$ cat src/wbBusPkg.sv
package wbBusPkg;

   // wishbone classic bus toward the Y memory
   localparam int wbAddrWidth = 11;     // row address, no byte offset
   localparam int wbDataWidth = 256;    // one full row per beat
   localparam int wbSelWidth  = 32;     // byte selects, always all ones

   // kind of row access requested by the sequencer
   typedef enum logic
   {
      opRead  = 1'b0,
      opWrite = 1'b1
   } rowOpT;

endpackage

$ cat src/yRowPkg.sv
package yRowPkg;

   // matrix row geometry
   localparam int rowAddrWidth = 11;     // 2048 rows in the Y memory
   localparam int rowWidth     = 256;
   localparam int laneCount    = 4;      // entries per row
   localparam int lanePitch    = 64;     // lane k starts at bit k*64
   localparam int entryWidth   = 48;     // {real, imag} in the low lane bits

   typedef logic [rowAddrWidth-1:0] rowAddrT;
   typedef logic [rowWidth-1:0]     rowDataT;
   typedef logic [entryWidth-1:0]   entryT;
   typedef logic [laneCount-1:0]    laneMaskT;   // bit k selects lane k

   // One update names a diagonal and a non-diagonal entry.
   // The two can share a row, in which case a single RMW covers both.
   typedef struct packed
   {
      rowAddrT  diagAddr;
      rowAddrT  nonDiagAddr;
      laneMaskT diagMask;
      laneMaskT nonDiagMask;
      entryT    diagValue;      // freshly computed diagonal
      entryT    changeValue;    // non-diagonal change value
   } updateRecT;

endpackage

$ cat src/rowAccessIf.sv
`timescale 1ns/100ps

interface rowAccessIf import wbBusPkg::*; ();

   logic                   req;     // held until done is seen
   rowOpT                  op;
   logic [wbAddrWidth-1:0] addr;
   logic [wbDataWidth-1:0] wdata;
   logic [wbDataWidth-1:0] rdata;   // valid from done until next request
   logic                   done;    // one cycle per finished access

   modport sequencer
   (
      output req, op, addr, wdata,
      input  rdata, done
   );

   modport bus
   (
      input  req, op, addr, wdata,
      output rdata, done
   );

endinterface

$ cat src/rmwSequencer.sv
`timescale 1ns/100ps

module rmwSequencer import yRowPkg::*, wbBusPkg::*;
(
   input  logic                clock,
   input  logic                reset,
   input  logic                recValid,
   output logic                recTake,
   input  updateRecT           recHead,
   rowAccessIf.sequencer       access,
   output logic                updDone,
   output logic                busy
);

   typedef enum logic [2:0]
   {
      stIdle,
      stReadDiag,
      stWriteDiag,
      stReadNonDiag,
      stWriteNonDiag
   } seqStateT;

   seqStateT  state;
   seqStateT  nextAccess;
   updateRecT curRec;       // record being worked on
   logic      reqReg;
   logic      sameRow;
   logic      lastAccess;
   laneMaskT  firstMask;
   laneMaskT  secondMask;
   entryT     secondValue;
   rowDataT   mergedRow;

   assign sameRow = (curRec.diagAddr == curRec.nonDiagAddr);
   assign recTake = (state == stIdle) & recValid;
   assign busy    = (state != stIdle);

   // order of accesses, shared row ends after the diagonal write
   always_comb
   begin
      nextAccess = stIdle;
      lastAccess = 1'b0;
      case (state)
         stReadDiag:    nextAccess = stWriteDiag;
         stWriteDiag:
         begin
            nextAccess = sameRow ? stIdle : stReadNonDiag;
            lastAccess = sameRow;
         end
         stReadNonDiag: nextAccess = stWriteNonDiag;
         stWriteNonDiag:
         begin
            nextAccess = stIdle;
            lastAccess = 1'b1;
         end
         default:       nextAccess = stIdle;
      endcase
   end

   always_ff @(posedge clock)
   begin
      if (!reset)
      begin
         state   <= stIdle;
         reqReg  <= 1'b0;
         updDone <= 1'b0;
      end
      else
      begin
         updDone <= 1'b0;
         if (state == stIdle)
         begin
            if (recValid)
            begin
               state  <= stReadDiag;
               reqReg <= 1'b1;
            end
         end
         else if (access.done)
         begin
            state   <= nextAccess;
            reqReg  <= 1'b0;          // one idle cycle between accesses
            updDone <= lastAccess;
         end
         else if (!reqReg)
         begin
            reqReg <= 1'b1;
         end
      end
   end

   always_ff @(posedge clock)
   begin
      if (recTake)
         curRec <= recHead;
   end

   // change value goes first so the diagonal wins a shared lane
   assign firstMask   = (state == stWriteDiag && sameRow) ? curRec.nonDiagMask : '0;
   assign secondMask  = (state == stWriteNonDiag) ? curRec.nonDiagMask : curRec.diagMask;
   assign secondValue = (state == stWriteNonDiag) ? curRec.changeValue : curRec.diagValue;

   rowMerge merge
   (
      .oldRow      (access.rdata),      // held from the preceding read
      .firstMask   (firstMask),
      .firstValue  (curRec.changeValue),
      .secondMask  (secondMask),
      .secondValue (secondValue),
      .newRow      (mergedRow)
   );

   assign access.req   = reqReg;
   assign access.op    = (state == stWriteDiag || state == stWriteNonDiag) ? opWrite : opRead;
   assign access.addr  = (state == stReadNonDiag || state == stWriteNonDiag) ?
                         curRec.nonDiagAddr : curRec.diagAddr;
   assign access.wdata = mergedRow;

endmodule

$ cat src/rowMerge.sv
`timescale 1ns/100ps

module rowMerge import yRowPkg::*;
(
   input  rowDataT  oldRow,
   input  laneMaskT firstMask,
   input  entryT    firstValue,
   input  laneMaskT secondMask,
   input  entryT    secondValue,
   output rowDataT  newRow
);

   // Each lane keeps its upper 16 bits.
   // Only the low entry field may be replaced, and second beats first.
   always_comb
   begin
      newRow = oldRow;
      for (int k = 0; k < laneCount; k++)
      begin
         if (secondMask[k])
         begin
            newRow[k*lanePitch +: entryWidth] = secondValue;
         end
         else if (firstMask[k])
         begin
            newRow[k*lanePitch +: entryWidth] = firstValue;
         end
      end
   end

endmodule

$ cat src/updateQueue.sv
`timescale 1ns/100ps

module updateQueue import yRowPkg::*;
(
   input  logic      clock,
   input  logic      reset,
   input  logic      inValid,
   output logic      inReady,
   input  updateRecT inRec,
   output logic      recValid,
   input  logic      recTake,
   output updateRecT recHead
);

   updateRecT  entries [0:1];
   logic       wrPtr;
   logic       rdPtr;
   logic [1:0] count;        // 0, 1 or 2 pending records
   logic       doWrite;
   logic       doTake;

   assign inReady  = (count != 2'd2);
   assign recValid = (count != 2'd0);
   assign recHead  = entries[rdPtr];

   assign doWrite = inValid & inReady;
   assign doTake  = recTake & recValid;

   always_ff @(posedge clock)
   begin
      if (!reset)
      begin
         wrPtr <= 1'b0;
         rdPtr <= 1'b0;
         count <= 2'd0;
      end
      else
      begin
         if (doWrite)
            wrPtr <= ~wrPtr;
         if (doTake)
            rdPtr <= ~rdPtr;
         if (doWrite && !doTake)
            count <= count + 2'd1;
         else if (doTake && !doWrite)
            count <= count - 2'd1;   // both at once leaves count alone
      end
   end

   always_ff @(posedge clock)
   begin
      if (doWrite)
         entries[wrPtr] <= inRec;
   end

endmodule

$ cat src/wbMaster.sv
`timescale 1ns/100ps

module wbMaster import yRowPkg::*, wbBusPkg::*;
(
   input  logic                  clock,
   input  logic                  reset,
   rowAccessIf.bus               access,
   output logic                  wbCyc,
   output logic                  wbStb,
   output logic                  wbWe,
   output rowAddrT               wbAdr,
   output rowDataT               wbDatO,
   output logic [wbSelWidth-1:0] wbSel,
   input  rowDataT               wbDatI,
   input  logic                  wbAck
);

   logic    doneReg;
   logic    launch;
   rowDataT rdataReg;

   // req is still high in the done cycle, so that one is skipped
   assign launch = access.req & ~wbCyc & ~doneReg;
   assign wbSel  = '1;          // whole rows only

   always_ff @(posedge clock)
   begin
      if (!reset)
      begin
         wbCyc   <= 1'b0;
         wbStb   <= 1'b0;
         wbWe    <= 1'b0;
         doneReg <= 1'b0;
      end
      else
      begin
         doneReg <= 1'b0;
         if (launch)
         begin
            wbCyc <= 1'b1;
            wbStb <= 1'b1;
            wbWe  <= (access.op == opWrite);
         end
         else if (wbCyc && wbAck)
         begin
            wbCyc   <= 1'b0;
            wbStb   <= 1'b0;
            wbWe    <= 1'b0;
            doneReg <= 1'b1;
         end
      end
   end

   always_ff @(posedge clock)
   begin
      if (launch)
      begin
         wbAdr  <= access.addr;     // held until ack
         wbDatO <= access.wdata;
      end
      if (wbCyc && wbAck && !wbWe)
         rdataReg <= wbDatI;
   end

   assign access.done  = doneReg;
   assign access.rdata = rdataReg;

endmodule

$ cat src/yRowUpdater.sv
`timescale 1ns/100ps

module yRowUpdater import yRowPkg::*, wbBusPkg::*;
(
   input  logic                  clock,
   input  logic                  reset,
   input  logic                  updValid,
   output logic                  updReady,
   input  rowAddrT               updDiagAddr,
   input  rowAddrT               updNonDiagAddr,
   input  laneMaskT              updDiagMask,
   input  laneMaskT              updNonDiagMask,
   input  entryT                 updDiagValue,
   input  entryT                 updChangeValue,
   output logic                  wbCyc,
   output logic                  wbStb,
   output logic                  wbWe,
   output rowAddrT               wbAdr,
   output rowDataT               wbDatO,
   output logic [wbSelWidth-1:0] wbSel,
   input  rowDataT               wbDatI,
   input  logic                  wbAck,
   output logic                  updDone,
   output logic                  busy
);

   updateRecT inRec;
   updateRecT recHead;
   logic      recValid;
   logic      recTake;

   assign inRec.diagAddr    = updDiagAddr;
   assign inRec.nonDiagAddr = updNonDiagAddr;
   assign inRec.diagMask    = updDiagMask;
   assign inRec.nonDiagMask = updNonDiagMask;
   assign inRec.diagValue   = updDiagValue;
   assign inRec.changeValue = updChangeValue;

   rowAccessIf access();

   updateQueue queue
   (
      .clock    (clock),
      .reset    (reset),
      .inValid  (updValid),
      .inReady  (updReady),
      .inRec    (inRec),
      .recValid (recValid),
      .recTake  (recTake),
      .recHead  (recHead)
   );

   rmwSequencer sequencer
   (
      .clock    (clock),
      .reset    (reset),
      .recValid (recValid),
      .recTake  (recTake),
      .recHead  (recHead),
      .access   (access),
      .updDone  (updDone),
      .busy     (busy)
   );

   wbMaster master
   (
      .clock  (clock),
      .reset  (reset),
      .access (access),
      .wbCyc  (wbCyc),
      .wbStb  (wbStb),
      .wbWe   (wbWe),
      .wbAdr  (wbAdr),
      .wbDatO (wbDatO),
      .wbSel  (wbSel),
      .wbDatI (wbDatI),
      .wbAck  (wbAck)
   );

endmodule

$ cat config.mk
export PLATFORM = sky130hd
export DESIGN_NAME = yRowUpdater
export DESIGN_NICKNAME = d
export VERILOG_FILES = /design/src/wbBusPkg.sv /design/src/yRowPkg.sv /design/src/rowAccessIf.sv /design/src/rmwSequencer.sv /design/src/rowMerge.sv /design/src/updateQueue.sv /design/src/wbMaster.sv /design/src/yRowUpdater.sv
export SDC_FILE = /design/constraint.sdc
export NUM_CORES = 1
export LEC_CHECK = 0
export ABC_AREA = 1
export BUFFER_PORTS_ARGS = -buffer_cell sky130_fd_sc_hd__buf_2
export CAP_MARGIN = 20
export CORE_MARGIN = 8
export CORE_UTILIZATION = 39
export CTS_CLUSTER_SIZE = 24
export DETAILED_ROUTE_END_ITERATION = 16
export PLACE_DENSITY_LB_ADDON = 0.3
export SLEW_MARGIN = 20
export SYNTH_ARGS = -nofsm -noshare
export SYNTH_HDL_FRONTEND = slang
export SYNTH_SLANG_ARGS = --single-unit
$ cat constraint.sdc
create_clock -name clock -period 13.65 [get_ports clock]
set_input_delay 1.365 -clock clock [delete_from_list [all_inputs] [get_ports clock]]
set_output_delay 1.365 -clock clock [all_outputs]
set_load 0.005 [all_outputs]
==> flow_summary.ini <==
[grt]
grt_antenna_before_repair = 32
grt_max_degree = 155
grt_pass1_vias = 24690
grt_pass1_wl_um = 165100
track_usage = 0.2173
gr-total-overflow = 0

[yosys]
postSynthAreaPerCell_um2 = 12.26
synth_seq_cells = 913
synth_warnings = 0
yosys-top-cells-area = edfxtp_1 75%, nand2_1 11%, nand4_1 3.4%, inv_1 2.8%, nand3_1 2.7%
synthDistinctLibCells = 30
syn_inst = 2945
ys_seq_area_frac = 0.7560
synth_top_area_share = 0.7493
netlist_area_mm2 = 0.03611
synth_top_area_cell = edfxtp_1

[place]
dp_slack_ns = 9.467
io_buffers = 658
place_congestion = 0.8352
dp_hpwl_um = 75720

[floorplan]
die_area_mm2 = 0.1026
num_io_pins = 691
dieWidth_um = 320.3
core_mm2 = 0.09166
dieHeight_um = 320.3
num_rows = 111
floorplan.initialDensity = 0.3939

[pwr]
peakVddDrop_uv = 157.4
p_leak_nw = 18.39
p_sw_frac = 0.3598
combPwrFrac = 0.300
p_per_area_mw_per_mm2 = 230.3
p_clk_frac = 0.254
switchingPower_w = 0.003611
seq_power_share = 0.446
p_int_w = 0.006425

[finish]
nNetsFinal = 3971
layout_commonest_cell = nand2_1
syn_to_final_growth_pct = 20.67
multi_input_area_mm2 = 0.007022
final-seq-area_mm2 = 0.02730
drive_gt1_frac = 0.2394
layout_common_cells = 1055 x nand2_1, 901 x edfxtp_1, 658 x buf_2
filler_cell_count = 8186

[routing]
ant_nets = 0
via_per_inst = 5.114
drtIter0Drc = 2583
drcViolationCount = 0
num_vias = 24880
wl_um = 115600
drt_pass1_iterations = 6
wl_per_cell_um = 23.76

[timing]
hold_ws_ns = 0.4131
final_max_slew_viol_count = 0
worst_slew_pin_slew_ns = 1.119
fin_ws_ns = 10.07
clock_skew_ns = 0.02146
min_period_ns = 3.576
hold_viol_final = 0
rsz0062_at_grt = no
period_share = 0.2620
fin_setup_tns_ns = 0
setup_viol = 0
slew_headroom = 0.2540
timing.fmax_mhz = 279.6

[clock_network]
cts_root_buf = clkbuf_16
holdBufCountCts = 0
cts_tree = yes
post-cts-setup-buffers = 0
cts.clk_slew.worst_paths_ns = 0.06
cts_resized = 0
cts_buffer_depth = 3
clock_latency_ns = 0.68
cts_max_level = 3
cts_buffers = 98
cts.sinks = 913

[hold_path]
hold_path.class = flop to flop

[job]
maxCapViolCount = 0

[setup_path]
cp-start-kind = flop
end_kind = flop
worstSetupPathType = flop to flop
critical_path_required_ns = 14.06
crit_arrival_ns = 3.99
cp_max_fo = 77

[run_status]
status = finished, final reports clean
final cells by class:
| class | count | area share |
|---|---|---|
| Sequential cell | 913 | 0.6266 |
| Clock buffer | 118 | 0.05850 |
| Tap cell | 1186 | 0.03406 |
| Antenna cell | 16 | 0.0009189 |
| Clock inverter | 61 | 0.01143 |
| Inverter | 272 | 0.02375 |
| Multi-Input combinational cell | 1596 | 0.1612 |
| Timing Repair Buffer | 703 | 0.08362 |
per-stage QoR:
| step | util | cells | power (W) | area [um^2] |
|---|---|---|---|---|
| 6_report | 0.4753 | 4865 | 0.01004 | 43570 |
| 4_1_cts | 0.4749 | 4849 | 0.01013 | 43530 |
| 5_1_grt | 0.4751 | 4857 | 0.01055 | 43550 |
| 3_5_place_dp | 0.4417 | 4670 | 0.007570 | 40480 |
| 2_1_floorplan | - | 2976 | 0.006246 | 36220 |
| 3_3_place_gp | 0.4417 | 4670 | 0.007526 | 40480 |
worst paths after layout:
check,start,cells after the start,slack (ns),end
max,sequencer.state[2]$_SDFFE_PN0P_,9,10.07,master.wbDatO[94]$_DFFE_PP_
min,master.access.rdata[251]$_DFFE_PP_,0,0.41,master.wbDatO[251]$_DFFE_PP_
max reg2reg,sequencer.state[2]$_SDFFE_PN0P_,9,10.07,master.wbDatO[94]$_DFFE_PP_
min reg2reg,master.access.rdata[251]$_DFFE_PP_,0,0.41,master.wbDatO[251]$_DFFE_PP_
state kept, by name, indices dropped and copies added, names as in the netlist:
signal                flops
master.wbCyc              1
sequencer.access.req      1
queue.wrPtr               1
master.access.done        1
sequencer.curRec        126
master.wbAdr             11
queue.count               2
master.access.rdata     256
queue.entries           252
sequencer.updDone         1
queue.rdPtr               1
sequencer.state           3
master.wbDatO           256
master.wbWe               1
per-layer routing:
layer | share of wire | wire length [um] | up-vias | track usage
li1 | - | - | 11370 | -
met4 | 0.035 | 4026 | 22 | 0.07716
met1 | 0.38 | 44360 | 11820 | 0.2692
met2 | 0.47 | 54830 | 1401 | 0.3578
met3 | 0.11 | 12240 | 272 | 0.06952
met5 | 0.0012 | 142 | - | 0
cells in the mapped netlist:
library cell	instances
nor3_1	1
inv_1	266
mux2_2	5
or2_4	1
a211oi_1	1
nor2_1	15
a21oi_1	9
edfxtp_1	901
nand2_1	1055
nand2_2	1
nor2_2	2
clkbuf_1	94
o21ai_1	42
xnor2_1	5
buf_4	39
o21ai_0	23
o21ai_2	1
nand4_1	196
buf_2	49
o21ai_4	2
nor2_4	1
ha_1	1
dfxtp_1	12
nor4_1	1
nand3_1	198
conb_1	1
or2_2	4
inv_2	6
buf_1	12
buf_6	1
power by group through the flow:
| stage | Combinational, W | Clock, W | Sequential (W) |
|---|---|---|---|
| after floorplan | 0.00156 | 0 | 0.00469 |
| after global placement | 0.00300 | 0 | 0.00453 |
| after detailed placement | 0.00304 | 0 | 0.00453 |
| after CTS | 0.00304 | 0.00260 | 0.00449 |
| after global routing | 0.00331 | 0.00270 | 0.00455 |
| final | 0.00301 | 0.00255 | 0.00448 |
critical path: stages (launching register included):
cell,delay (ns)
dfxtp_1,0.33
inv_2,0.10
nand2_1,0.09
nor2_4,0.10
buf_4,0.54
buf_4,0.80
buf_4,0.83
nand4_1,0.19
nand3_1,0.13
nand2_1,0.07
cells by family (layout without fill, tap and decap cells):
kind of cell,count (synthesis),after routing,share of synthesized area
DFF,913,913,0.7560
other,1,48,0.0001039
AOI/OAI and AO/OA,78,78,0.01161
buffers and inverters,467,1154,0.05451
muxes,5,5,0.001559
adders and majority gates,1,1,0.0003465
xor gates and xnor gates,5,5,0.001213
and+or+nand+nor,1475,1475,0.1747
No activity file was read; power rests on OpenSTA's default activity.
